$ cat config.mk
export PLATFORM = sky130hd
export DESIGN_NAME = move_candidate
export DESIGN_NICKNAME = d
export VERILOG_FILES = /design/src/hw/tetris_pkg.sv /design/src/hw/move_candidate.sv
export SDC_FILE = /design/constraint.sdc
export NUM_CORES = 1
export LEC_CHECK = 0
export ABC_AREA = 1
export BUFFER_PORTS_ARGS = -buffer_cell sky130_fd_sc_hd__buf_4
export CORE_MARGIN = 4
export CORE_UTILIZATION = 49
export DETAILED_ROUTE_END_ITERATION = 8
export GPL_ROUTABILITY_DRIVEN = 0
export HOLD_SLACK_MARGIN = 0.15
export PLACE_DENSITY = 0.8
export SLEW_MARGIN = 15
export SYNTH_ARGS = -nofsm -noshare
export SYNTH_HDL_FRONTEND = slang
export SYNTH_SLANG_ARGS = --single-unit
$ cat constraint.sdc
create_clock -name Clk -period 2.5 [get_ports Clk]
set_input_delay 0.5 -clock Clk [delete_from_list [all_inputs] [get_ports Clk]]
set_output_delay 0.5 -clock Clk [all_outputs]
set_load 0.005 [all_outputs]
$ cat src/hw/tetris_pkg.sv
package tetris_pkg;

    // ========================================================================
    // Host commands
    // ========================================================================

    localparam int CMD_W = 3;

    localparam logic [CMD_W-1:0] CMD_TICK  = 3'd0;
    localparam logic [CMD_W-1:0] CMD_LEFT  = 3'd1;
    localparam logic [CMD_W-1:0] CMD_RIGHT = 3'd2;
    localparam logic [CMD_W-1:0] CMD_CCW   = 3'd3;
    localparam logic [CMD_W-1:0] CMD_CW    = 3'd4;

    // ========================================================================
    // Piece geometry
    // ========================================================================

    // Shape bitmap is 4x4, bit index = row * 4 + col, row 0 on top.
    localparam int SHAPE_DIM = 4;
    localparam int SHAPE_W   = SHAPE_DIM * SHAPE_DIM;

    // Top-left corner of the shape, in cells.
    // Signed so a candidate may step past a wall.
    localparam int ROW_W = 6;
    localparam int COL_W = 6;

endpackage

$ cat src/hw/move_candidate.sv
module move_candidate
    import tetris_pkg::*;
(
    input  logic                    Clk,
    input  logic                    rst_n,
    input  logic                    cmd_valid,
    input  logic [CMD_W-1:0]        cmd_code,
    input  logic [SHAPE_W-1:0]      piece_shape,
    input  logic signed [ROW_W-1:0] piece_row,
    input  logic signed [COL_W-1:0] piece_col,
    output logic                    cand_valid,
    output logic [CMD_W-1:0]        cand_code,
    output logic [SHAPE_W-1:0]      cand_shape,
    output logic signed [ROW_W-1:0] cand_row,
    output logic signed [COL_W-1:0] cand_col
);

    logic [SHAPE_W-1:0]      cw_shape;
    logic [SHAPE_W-1:0]      ccw_shape;
    logic [SHAPE_W-1:0]      next_shape;
    logic signed [ROW_W-1:0] next_row;
    logic signed [COL_W-1:0] next_col;

    // ========================================================================
    // Rotation in the 4x4 box
    // ========================================================================

    // CW moves (r,c) to (c,3-r), CCW moves (r,c) to (3-c,r).
    always_comb
    begin
        for (int r = 0; r < SHAPE_DIM; r++)
        begin
            for (int c = 0; c < SHAPE_DIM; c++)
            begin
                cw_shape[c * SHAPE_DIM + (SHAPE_DIM - 1 - r)] =
                    piece_shape[r * SHAPE_DIM + c];
                ccw_shape[(SHAPE_DIM - 1 - c) * SHAPE_DIM + r] =
                    piece_shape[r * SHAPE_DIM + c];
            end
        end
    end

    // Unknown codes pass the live piece through unchanged.
    always_comb
    begin
        next_shape = piece_shape;
        next_row   = piece_row;
        next_col   = piece_col;
        case (cmd_code)
            CMD_TICK:  next_row   = piece_row + 1'b1;
            CMD_LEFT:  next_col   = piece_col - 1'b1;
            CMD_RIGHT: next_col   = piece_col + 1'b1;
            CMD_CCW:   next_shape = ccw_shape;
            CMD_CW:    next_shape = cw_shape;
            default:   next_shape = piece_shape;
        endcase
    end

    always_ff @(posedge Clk)
    begin
        if (!rst_n)
            cand_valid <= 1'b0;
        else
            cand_valid <= cmd_valid;
    end

    always_ff @(posedge Clk)
    begin
        if (cmd_valid)
        begin
            cand_code  <= cmd_code;
            cand_shape <= next_shape;
            cand_row   <= next_row;
            cand_col   <= next_col;
        end
    end

endmodule

Word level (Yosys, flattened, before mapping)
Index checks and enable logic that the tools add are counted.
Widths: inputs -> output; s select.
{"block": "word_totals", "input_bits": 34, "rom_bits": 0, "output_inout_bits": 32, "ram_bits": 0, "latchBits": 0, "register_bits": 32, "memories": 0}
{"block": "classes", "div": 0, "eq_ne": 4, "magnitude_cmp": 0, "multipliers": 0, "addsub": 3, "n_mux": 3, "bitwise": 0, "shift": 0, "n_reduce_logical": 1}
{"op": "$pmux 16 s2", "count": 1}
{"op": "$add 6x1->6 const B", "count": 2}
{"op": "$pmux 6 s2", "count": 1}
{"op": "$eq 3x2->1 const B", "count": 2}
{"op": "$mux 6", "count": 1}
{"op": "$sub 6x1->6 const B", "count": 1}
{"op": "$eq 3x1->1 const B", "count": 1}
{"op": "$eq 3x3->1 const B", "count": 1}
{"op": "$logic_not 3->1", "count": 1}

Logic depth before layout (Yosys ltp)
Gate-level depths: netlist of the first run.
{"block": "depth", "word_depth": 2, "depth_mapped": 10, "ltp_nobuf": 10}

Worst setup path after synthesis of the first run
OpenSTA, ideal clock, no wires.
{"block": "synth_timing", "path_kind": "input port to flip-flop", "startpoint": "input cmd_code[0]", "endpoint": "register cand_col[4] (data pin)", "path_stages": 8, "setup_ns": 0.253, "arrival_time_ns": 1.685, "path_slack_ns": 0.562, "path_cell_list": "nor2_1 > nand2_1 > fa_1 > nand3_1 > nand2_1 > or2_2 > nand3_1 > nand2_1"}
{"block": "synth_between", "elab_chain_cells": 2}
{"item": "from (decl)", "line_no": "move_candidate.sv:7", "text": "input logic [CMD_W-1:0] cmd_code,"}
{"item": "$eq 3x2->1 or $eq 3x1->1 (tied branches)", "line_no": "move_candidate.sv:49", "text": "case (cmd_code)"}
{"item": "$pmux 6 s2 *", "line_no": "move_candidate.sv:49"}
{"item": "via next_col[4]", "line_no": "move_candidate.sv:22", "text": "logic signed [COL_W-1:0] next_col;"}
{"item": "to (signal assigned)", "line_no": "move_candidate.sv:74", "text": "cand_col <= next_col;"}
{"item": "to (decl)", "line_no": "move_candidate.sv:15", "text": "output logic signed [COL_W-1:0] cand_col"}
Mark *: on every way through the listed nets, which the timed path passes. The rest lies on a longest branch.
A chain may end at the register's enable or synchronous reset.

Worst setup path after layout of the first run
{"block": "layout_timing", "startpoint": "input cmd_code[0]", "endpoint": "register cand_col[3] (data pin)"}
Same word-level chain as after synthesis.

==> results.sh, run 1 <==
export IMPL_status="finished clean"
export IMPL_cts_tree="yes"
export IMPL_dieArea_sq_um=4558
export IMPL_core_area_sq_um=3390
export IMPL_intPower_mw=0.8986
export IMPL_synthTopCellsByArea="edfxtp_1 54%, nand2_1 7.1%, o221ai_1 7.1%, inv_1 5.0%, nand2_2 4.0%"
export IMPL_crit_required_ps=2580
export IMPL_async_flop_share=0
export IMPL_synth_top_family_by_area="simple AND/OR/NAND/NOR gates"
export IMPL_io_pins=66
export IMPL_num_vias=1352
export IMPL_routedWlPerCell_microns=12.82
export IMPL_nNetsFinal=268
export IMPL_cp_arrival_ps=1990
export IMPL_cp_end_kind="flip-flop"
export IMPL_hold_violations=0
export IMPL_die_x_microns=67.51
export IMPL_fillCellCount=273
export IMPL_mostFrequentLayoutCell="buf_4"
export IMPL_ys_flop_type="edfxtp_1"
export IMPL_synth_compound_area_frac=0.09661
export IMPL_cts_max_level=2
export IMPL_synth_fp_nets=200
export IMPL_ys_types=27
export IMPL_synth_area_per_cell_sq_um=10.85
export IMPL_synth_top_area_cell="edfxtp_1"
export IMPL_fin_setup_tns_ps=0
export IMPL_tightest_slew_ps=395.7
export IMPL_io_buffers=65
export IMPL_initial_core_util=0.5120
export IMPL_post_route_period_util=0.7629
export IMPL_grt_pass1_vias=1166
export IMPL_rsz0062_at_grt="false"
export IMPL_dp_cells=267
export IMPL_hold_path_endpoint="cand_valid"
export IMPL_crit_path_start_kind="primary input"
export IMPL_ys_warn_count=0
export IMPL_path_clk_slew_ps=90
export IMPL_post_cts_buffers=0
export IMPL_synth_fa_ha_area_frac=0.04758
export IMPL_rows=21
export IMPL_clockBufferDepth=2
export IMPL_vias_per_cell=4.916
export IMPL_clkPwrFrac=0.225
export IMPL_syn_to_final_growth_pct=32.01
export IMPL_diodes=0
export IMPL_slew_limit_headroom=0.7362
export IMPL_synthMuxAreaShare=0.006489
export IMPL_finalSetupViolations=0
export IMPL_leakage_nw=1.059
export IMPL_hold_start="rst_n"
export IMPL_synthCells=160
export IMPL_grt_pass1_wl_microns=5306
export IMPL_fin_crit_ps=1907
export IMPL_grt_overflow=0
export IMPL_final_instance_count_excl_fill=275
export IMPL_cts_buffers_inserted=5
export IMPL_netSwitchingFraction=0.2524
export IMPL_drtAntennaViolNets=0
export IMPL_drtIter0Drc=92
export IMPL_max_freq_mhz=524.3
export IMPL_synth_simple_gate_area_share=0.1889
export IMPL_crit_type="primary input to flip-flop"
export IMPL_synth_edf_count=31
export IMPL_p_comb_frac=0.224
export IMPL_drv_slew=0
export IMPL_syn_area_sq_um=1735
export IMPL_layout_common_cells="65 x buf_4, 33 x nand2_1, 31 x edfxtp_1"
export IMPL_hold_path_class="primary input to flip-flop"
export IMPL_ir_drop_mv=0.3425
export IMPL_crit_fanout=6
export IMPL_synth_xor_area_share=0.03533
export IMPL_grt_max_degree=33
export IMPL_p_per_area_nw_per_um2=524.6
export IMPL_post_cts_resized=0
export IMPL_drc=0
export IMPL_clockRootBuffer="clkbuf_4"
export IMPL_drt_wl_total_microns=3525
export IMPL_pwr_share_seq=0.552
export IMPL_synth_seq_area_share=0.5479
export IMPL_hpwl_microns=2673
export IMPL_firstDrtPassIters=4
export IMPL_hold_buffers=0
export IMPL_cts_sinks=32
export IMPL_grt_use_total=0.1602
export IMPL_grt_antenna_before_repair=0
export IMPL_crit_start="cmd_code[0]"
export IMPL_ys_ff_latch=32
export IMPL_holdPathStages=3
export IMPL_yosysTopAreaCellShare=0.5364
export IMPL_drv_cap=0
export IMPL_die_height_microns=67.51
export IMPL_p_switching_mw=0.3033
export IMPL_drive_above_1_share=0.4017
worst max path at each step:
stage / endpoint / slack, ps / cells past startpoint
5_1_grt: cand_col[3] / 530 / 9
3_5_place_dp: cand_col[3] / 280 / 9
4_1_cts: cand_col[3] / 630 / 9
3_3_place_gp: cand_col[3] / 330 / 9
2_1_floorplan: cand_col[4] / 560 / 8
6_report: cand_col[3] / 590 / 9
sequential cells by signal (all words and copies together) (netlist names):
name	cells
cand_code	3
cand_col	6
cand_valid	1
cand_row	6
cand_shape	16
cell families (layout without fill, tap and decap cells):
family / count (synthesis) / after routing
compound gates: 19 / 19
buf+inv: 29 / 98
simple gates: 66 / 66
mux: 1 / 1
xor+xnor: 7 / 7
flops: 32 / 32
fa+ha+maj: 6 / 6
layout make-up:
| cell class | count | area, sq um | share of cell area |
|---|---|---|---|
| Clock buffer | 7 | 45.04 | 0.01966 |
| Clock inverter | 1 | 3.754 | 0.001638 |
| Inverter | 25 | 95.09 | 0.04151 |
| Multi-Input combinational cell | 99 | 650.6 | 0.2840 |
| Sequential cell | 32 | 950.9 | 0.4151 |
| Tap cell | 46 | 57.56 | 0.02512 |
| Timing Repair Buffer | 65 | 488.0 | 0.2130 |
metal layers:
| metal | vias to the layer above | track usage | wire (microns) | part of all wire |
|---|---|---|---|---|
| li1 | 692 | - | - | - |
| met1 | 612 | 0.1843 | 1436 | 0.41 |
| met4 | 0 | 0.06076 | 0 | 0 |
| met2 | 48 | 0.2770 | 1832 | 0.52 |
| met5 | - | 0 | 0 | 0 |
| met3 | 0 | 0.04992 | 256 | 0.073 |
cell usage after synthesis, types with 2 or more instances:
| library cell | number |
|---|---|
| a21oi_1 | 2 |
| edfxtp_1 | 31 |
| ha_1 | 5 |
| inv_1 | 23 |
| nand2_1 | 33 |
| nand2_2 | 11 |
| nand3_1 | 12 |
| nor2_1 | 4 |
| o221ai_1 | 14 |
| o221ai_2 | 2 |
| or2_2 | 2 |
| xnor2_1 | 4 |
| xor2_1 | 3 |
stage by stage:
stage / power, mW / hold WS (ps) / cell area, sq um / utilization / worst slack, ps
6_report: 1.202 / 356.6 / 2291 / 0.6759 / 592.7
5_1_grt: 1.271 / 352.8 / 2291 / 0.6759 / 528.4
4_1_cts: 1.214 / 342.7 / 2291 / 0.6759 / 633.7
3_5_place_dp: 0.9464 / 693.4 / 2242 / 0.6615 / 275.8
3_3_place_gp: 0.9403 / 681.3 / 2242 / 0.6615 / 327.7
2_1_floorplan: 0.7945 / 593.5 / 1735 / - / 562.4
critical path, cell delays in order:
cell     delay [ps]
buf_4           130
nor2_1          140
nand2_1         190
ha_1            400
nand2_1         110
nand3_1         120
or2_2           290
nand3_1          70
nand2_1          50
power groups by stage:
| stage | Combinational, mW | Clock [mW] | Sequential (mW) |
|---|---|---|---|
| after floorplan | 0.113 | 0 | 0.682 |
| after global placement | 0.265 | 0 | 0.675 |
| after detailed placement | 0.271 | 0 | 0.676 |
| after CTS | 0.271 | 0.279 | 0.664 |
| after global routing | 0.297 | 0.306 | 0.669 |
| final | 0.269 | 0.270 | 0.663 |
(Power assumes the default switching activity.)
==> run 2, diff against run 1 <==
clock period = 1.9 ns   (was 2.5 ns; I/O delays follow)
==> run 2 against run 1 <==
  * Setup slack lost 370 ps
  * Sequential share of layout area shrank 1.4 points
  * Global-route usage grew 0.36 points
  * Utilization grew 2.3 points
  * Total power grew 33%
  * Highest routed layer is now met4
==> results.sh, run 2 (same netlist as run 1, synthesis figures left out) <==
export IMPL_leakage_nw=1.111
export IMPL_fillCellCount=261
export IMPL_multi_input_area_sq_um=650.6
export IMPL_gr_usage_met2=0.2807
export IMPL_slowest_delay_ps=370
export IMPL_cp_cell_sequence="buf_4, nor2_1, nand2_1, ha_1, a21oi_1, nand2_1, or2_2, nand3_1, nand2_1"
export IMPL_grt_busiest_layer="met2"
export IMPL_cp_end_kind="flip-flop"
export IMPL_hold_path_class="primary input to flip-flop"
export IMPL_layout_common_cells="75 x buf_4, 33 x nand2_1, 31 x edfxtp_1"
export IMPL_ir_drop_mv=0.3092
export IMPL_place_ws_ps=-128.9
export IMPL_io_pins=66
export IMPL_hold_violations=0
export IMPL_diodes=0
export IMPL_crit_family="simple AND/OR/NAND/NOR gates"
export IMPL_cp_depth=9
export IMPL_drt_wl_total_microns=3564
export IMPL_fin_setup_tns_ps=0
export IMPL_grt_pass1_wl_microns=5464
export IMPL_p_per_area_nw_per_um2=675.4
export IMPL_clockBufferDepth=2
export IMPL_grt_pass1_vias=1251
export IMPL_ff_latch_area_sq_um=950.9
export IMPL_clockRootBuffer="clkbuf_4"
export IMPL_core_area_sq_um=3390
export IMPL_crit_fanout=6
export IMPL_grt_use_total=0.1638
export IMPL_tightest_slew_ps=399.8
export IMPL_routedWlPerCell_microns=12.51
export IMPL_max_freq_mhz=595.4
export IMPL_syn_to_final_growth_pct=36.48
export IMPL_cts_tree="yes"
export IMPL_grtUsageMet1=0.1951
export IMPL_largest_reg_flops=16
export IMPL_io_buffers=65
export IMPL_post_route_period_util=0.8840
export IMPL_crit_start="cmd_code[0]"
export IMPL_crit_type="primary input to flip-flop"
export IMPL_cp_arrival_ps=1760
export IMPL_timing_final_ws_setup_ps=220.5
export IMPL_hold_slack_ps=240.1
export IMPL_cts_sinks=32
export IMPL_crit_required_ps=1980
export IMPL_final_util=0.6988
export IMPL_cpMostUsedCell="nand2_1"
export IMPL_cp_slowest_cell="ha_1"
export IMPL_vias_per_cell=4.912
export IMPL_rows=21
export IMPL_firstDrtPassIters=4
export IMPL_status="finished clean"
export IMPL_cts_max_level=2
export IMPL_post_cts_buffers=0
export IMPL_mostFrequentLayoutCell="buf_4"
export IMPL_drv_slew=0
export IMPL_hold_buffers=0
export IMPL_drive_above_1_share=0.4351
export IMPL_rsz0062_at_grt="false"
export IMPL_reg_top3="cand_shape (16), cand_col (6), cand_row (6)"
export IMPL_drtIter0Drc=66
export IMPL_drv_cap=0
export IMPL_crit_end="cand_col[4]"
export IMPL_regMostFlops="cand_shape"
export IMPL_post_cts_resized=0
export IMPL_crit_path_start_kind="primary input"
export IMPL_die_height_microns=67.51
export IMPL_drc=0
export IMPL_num_vias=1400
export IMPL_critical_path_buf_inv_count=1
export IMPL_slew_limit_headroom=0.7335
export IMPL_fin_crit_ps=1680
export IMPL_dieArea_sq_um=4558
export IMPL_finalSetupViolations=0
export IMPL_initial_core_util=0.5120
export IMPL_grt_max_degree=33
export IMPL_grt_antenna_before_repair=0
export IMPL_grt_overflow=0
export IMPL_cts_buffers_inserted=5
export IMPL_hpwl_microns=2795
export IMPL_die_x_microns=67.51
export IMPL_path_clk_slew_ps=90
export IMPL_nNetsFinal=278
export IMPL_met3_usage=0.04992
export IMPL_drtAntennaViolNets=0
-- run 2: cell types whose count changed in the layout (fill, tap and decap cells not counted), sizes merged --
cell,delta
clkinv,+2
buf,+10
clkbuf,-2
-- run 2: worst min path at each step --
stage                 endpoint  startpoint  cells past startpoint  slack (ps)
finish              cand_valid       rst_n                      3         240
global route        cand_valid       rst_n                      3         210
CTS                 cand_valid       rst_n                      3         220
detailed placement  cand_valid       rst_n                      3         570
global placement    cand_valid       rst_n                      3         560
floorplan           cand_valid   cmd_valid                      2         470
-- run 2: routing by layer --
layer | vias up | share of wire | wire [microns]
li1 | 711 | - | -
met1 | 642 | 0.40 | 1440
met2 | 43 | 0.52 | 1849
met3 | 4 | 0.071 | 254
met4 | 0 | 0.0053 | 19
met5 | - | 0 | 0
-- run 2: through the flow --
stage | std cells | power, mW | cell area (sq um)
after global placement | 277 | 1.257 | 2317
after CTS | 285 | 1.627 | 2369
after floorplan | 160 | 1.045 | 1735
after global routing | 285 | 1.716 | 2369
final | 285 | 1.600 | 2369
after detailed placement | 277 | 1.266 | 2317
-- run 2: layout make-up --
| class | instances | area share |
|---|---|---|
| clock buffers | 5 | 0.01585 |
| clock inverters | 3 | 0.005811 |
| inverters | 25 | 0.04015 |
| multi-input cells | 99 | 0.2747 |
| flip-flops and latches | 32 | 0.4015 |
| well taps | 46 | 0.02430 |
| repair buffers | 75 | 0.2377 |
-- run 2: power breakdown --
part	switching (mW)	total (mW)	internal [mW]
logic	0.169	0.371	0.202
registers	0.0194	0.874	0.854
clock network	0.219	0.355	0.136
total	0.408	1.60	1.19
==> run 3, diff against run 2 <==
ABC_AREA = 0   (was 1)
CORE_ASPECT_RATIO = 0.5   (was not set)
PLACE_DENSITY = 0.79   (was 0.8)
==> run 3 against run 2 <==
  * Combinational power up 19%
  * Sequential share of layout area down 3.1 points
  * Global-route usage grew 0.44 points
  * Clock-buffer cell count grew 3
  * Final area grew 8.5%
  * Wire length is 19% higher
  * Hold slack improved by 72 ps
  * Utilization grew 3.7 points
  * Largest power group unchanged
  * Highest routed layer unchanged
  * Critical path depth is 1 higher
  * Final cell count increased by 3.5%
  * First-iteration DRC count is 12% lower
  * Clock power up 61%
==> results.sh, run 3 <==
export IMPL_syn_area_sq_um=1804
export IMPL_path_clk_slew_ps=60
export IMPL_rows=15
export IMPL_cp_arrival_ps=1890
export IMPL_max_freq_mhz=537.7
export IMPL_synth_area_per_cell_sq_um=10.68
export IMPL_regMostFlops="cand_shape"
export IMPL_cts_buffers_inserted=5
export IMPL_hold_path_class="primary input to flip-flop"
export IMPL_layout_common_cells="75 x buf_4, 31 x edfxtp_1, 19 x nor2_1, 19 x nand2_1, 18 x a21oi_1"
export IMPL_cpMostUsedCell="buf_6"
export IMPL_cp_end_kind="flip-flop"
export IMPL_syn_to_final_growth_pct=42.44
export IMPL_leakage_nw=1.030
export IMPL_ys_flop_type="edfxtp_1"
export IMPL_fillCellCount=256
export IMPL_cts_max_level=2
export IMPL_cts_sinks=32
export IMPL_slew_limit_headroom=0.5669
export IMPL_crit_type="primary input to flip-flop"
export IMPL_synth_most_common_cell="edfxtp_1"
export IMPL_holdPathStages=2
export IMPL_synth_seq_area_share=0.5270
export IMPL_tightest_slew_ps=649.6
export IMPL_grt_max_degree=39
export IMPL_core_area_sq_um=3491
export IMPL_drv_cap=0
export IMPL_ys_types=32
export IMPL_reg_top3="cand_shape (16), cand_col (6), cand_row (6)"
export IMPL_crit_path_start_kind="primary input"
export IMPL_synth_edf_count=31
export IMPL_cp_cell_sequence="buf_4, inv_4, nand3b_1, buf_6, buf_6, ha_4, nor2b_4, a311o_1, mux2i_1, xor2_1"
export IMPL_slowest_delay_ps=330
export IMPL_ys_warn_count=0
export IMPL_post_route_period_util=0.9788
export IMPL_async_flop_share=0
export IMPL_initial_core_util=0.5168
export IMPL_vias_per_cell=5.275
export IMPL_crit_fanout=6
export IMPL_drv_slew=0
export IMPL_io_buffers=65
export IMPL_hold_violations=0
export IMPL_diodes=0
export IMPL_hold_slack_ps=312.5
export IMPL_synthCells=169
export IMPL_io_pins=66
export IMPL_hpwl_microns=2739
export IMPL_yosysTopAreaCellShare=0.5160
export IMPL_grt_antenna_before_repair=0
export IMPL_dieArea_sq_um=4776
export IMPL_die_x_microns=93.82
export IMPL_crit_required_ps=1930
export IMPL_clockRootBuffer="clkbuf_8"
export IMPL_nNetsFinal=283
export IMPL_fin_crit_ps=1860
export IMPL_cp_slowest_cell="a311o_1"
export IMPL_die_height_microns=50.91
export IMPL_hold_buffers=0
export IMPL_ys_ff_latch=32
export IMPL_hold_start="rst_n"
export IMPL_grt_pass1_vias=1436
export IMPL_mostFrequentLayoutCell="buf_4"
export IMPL_finalSetupViolations=0
export IMPL_num_vias=1556
export IMPL_clockBufferDepth=2
export IMPL_synth_fp_nets=209
export IMPL_firstDrtPassIters=4
export IMPL_drc=0
export IMPL_grt_overflow=0
export IMPL_hold_path_endpoint="cand_valid"
export IMPL_synth_commonest_cells="31 x edfxtp_1, 20 x a21oi_1, 19 x nand2_1, 19 x nor2_1, 16 x o21ai_0"
export IMPL_cts_tree="yes"
export IMPL_grt_pass1_wl_microns=6334
export IMPL_p_per_area_nw_per_um2=735.9
export IMPL_power_mw=1.891
export IMPL_drtAntennaViolNets=0
export IMPL_ir_drop_mv=0.2974
export IMPL_place_ws_ps=-287.2
export IMPL_drive_above_1_share=0.4262
export IMPL_routedWlPerCell_microns=14.42
export IMPL_drtIter0Drc=58
export IMPL_synthTopCellsByArea="edfxtp_1 52%, a21oi_1 5.5%, o22ai_1 5.2%, o21ai_0 4.4%, nand2_1 4.0%"
export IMPL_grt_use_total=0.1683
export IMPL_status="finished clean"
export IMPL_timing_final_ws_setup_ps=40.37
export IMPL_largest_reg_flops=16
export IMPL_synth_top_area_cell="edfxtp_1"
export IMPL_drt_wl_total_microns=4254
-- run 3: cell types whose count changed after synthesis, moves of 3 or more --
| cell | change |
|---|---|
| nand2_1 | -14 |
| nand2_2 | -11 |
| nor2_1 | +15 |
| a21oi_1 | +18 |
| mux2_2 | +3 |
| o221ai_1 | -14 |
| o21ai_0 | +15 |
| o22ai_1 | +15 |
| clkbuf_1 | +3 |
| nand3_1 | -11 |
| inv_1 | -23 |
-- run 3: worst max path at each step --
| stage | depth (start not counted) | from | to |
|---|---|---|---|
| after CTS | 8 | cmd_code[0] | cand_col[5] |
| final | 10 | cmd_code[2] | cand_col[5] |
| after detailed placement | 9 | cmd_code[0] | cand_col[5] |
| after global placement | 8 | cmd_code[0] | cand_col[5] |
| after floorplan | 7 | cmd_code[0] | cand_col[5] |
| after global routing | 10 | cmd_code[2] | cand_col[5] |
-- run 3: stage by stage --
step	cells	util	instance area, sq um	setup TNS (ps)
after floorplan	169	-	1826	-717.0
after global placement	285	0.6828	2384	-438.4
after detailed placement	285	0.6828	2384	-656.9
after CTS	293	0.7125	2487	0
after global routing	295	0.7362	2570	-58.30
final	295	0.7362	2570	0
-- run 3: per-layer routing --
layer  routed length, microns  vias to the layer above  GRT usage
met4                       22                        0    0.03597
met1                     1738                      733     0.1907
met3                      243                        2    0.04853
met5                        0                        -          0
met2                     2249                       50     0.3173
li1                         -                      771          -
-- run 3: cells by family after synthesis --
| kind of cell | after synthesis | share of synthesized area |
|---|---|---|
| compound gates | 55 | 0.1734 |
| xor+xnor | 11 | 0.05756 |
| fa+ha+maj | 6 | 0.04577 |
| buf+inv | 12 | 0.04368 |
| flops | 32 | 0.5270 |
| mux | 5 | 0.03051 |
| simple gates | 48 | 0.1221 |
-- run 3: worst max-delay path: cells and delay by family --
kind                       cells  cell delay, ps
AOI/OAI and AO/OA              1             330
and+or+nand+nor                2             210
xor gates and xnor gates       1             160
adders and majority gates      1             220
buffers and inverters          4             440
muxes                          1             130
-- run 3: cell type report --
| cell class | count | area (sq um) | share of cell area |
|---|---|---|---|
| clock buffers | 8 | 100.1 | 0.03895 |
| well taps | 51 | 63.81 | 0.02483 |
| repair buffers | 78 | 596.8 | 0.2322 |
| multi-input cells | 125 | 852.1 | 0.3315 |
| flip-flops and latches | 32 | 950.9 | 0.3700 |
| inverters | 1 | 6.256 | 0.002434 |
-- run 3: what timing repair did --
item,4_1_cts,5_1_grt
endpoints found under the setup margin,1,1
gates resized for setup,1,9
buffers inserted,0,2
pin swaps,0,4
-- run 3: power by group --
group	internal (mW)	switching, mW	total [mW]	leakage, nW
combinational	0.241	0.202	0.442	0.666
sequential	0.859	0.0192	0.879	0.312
clock	0.330	0.240	0.571	0.0515
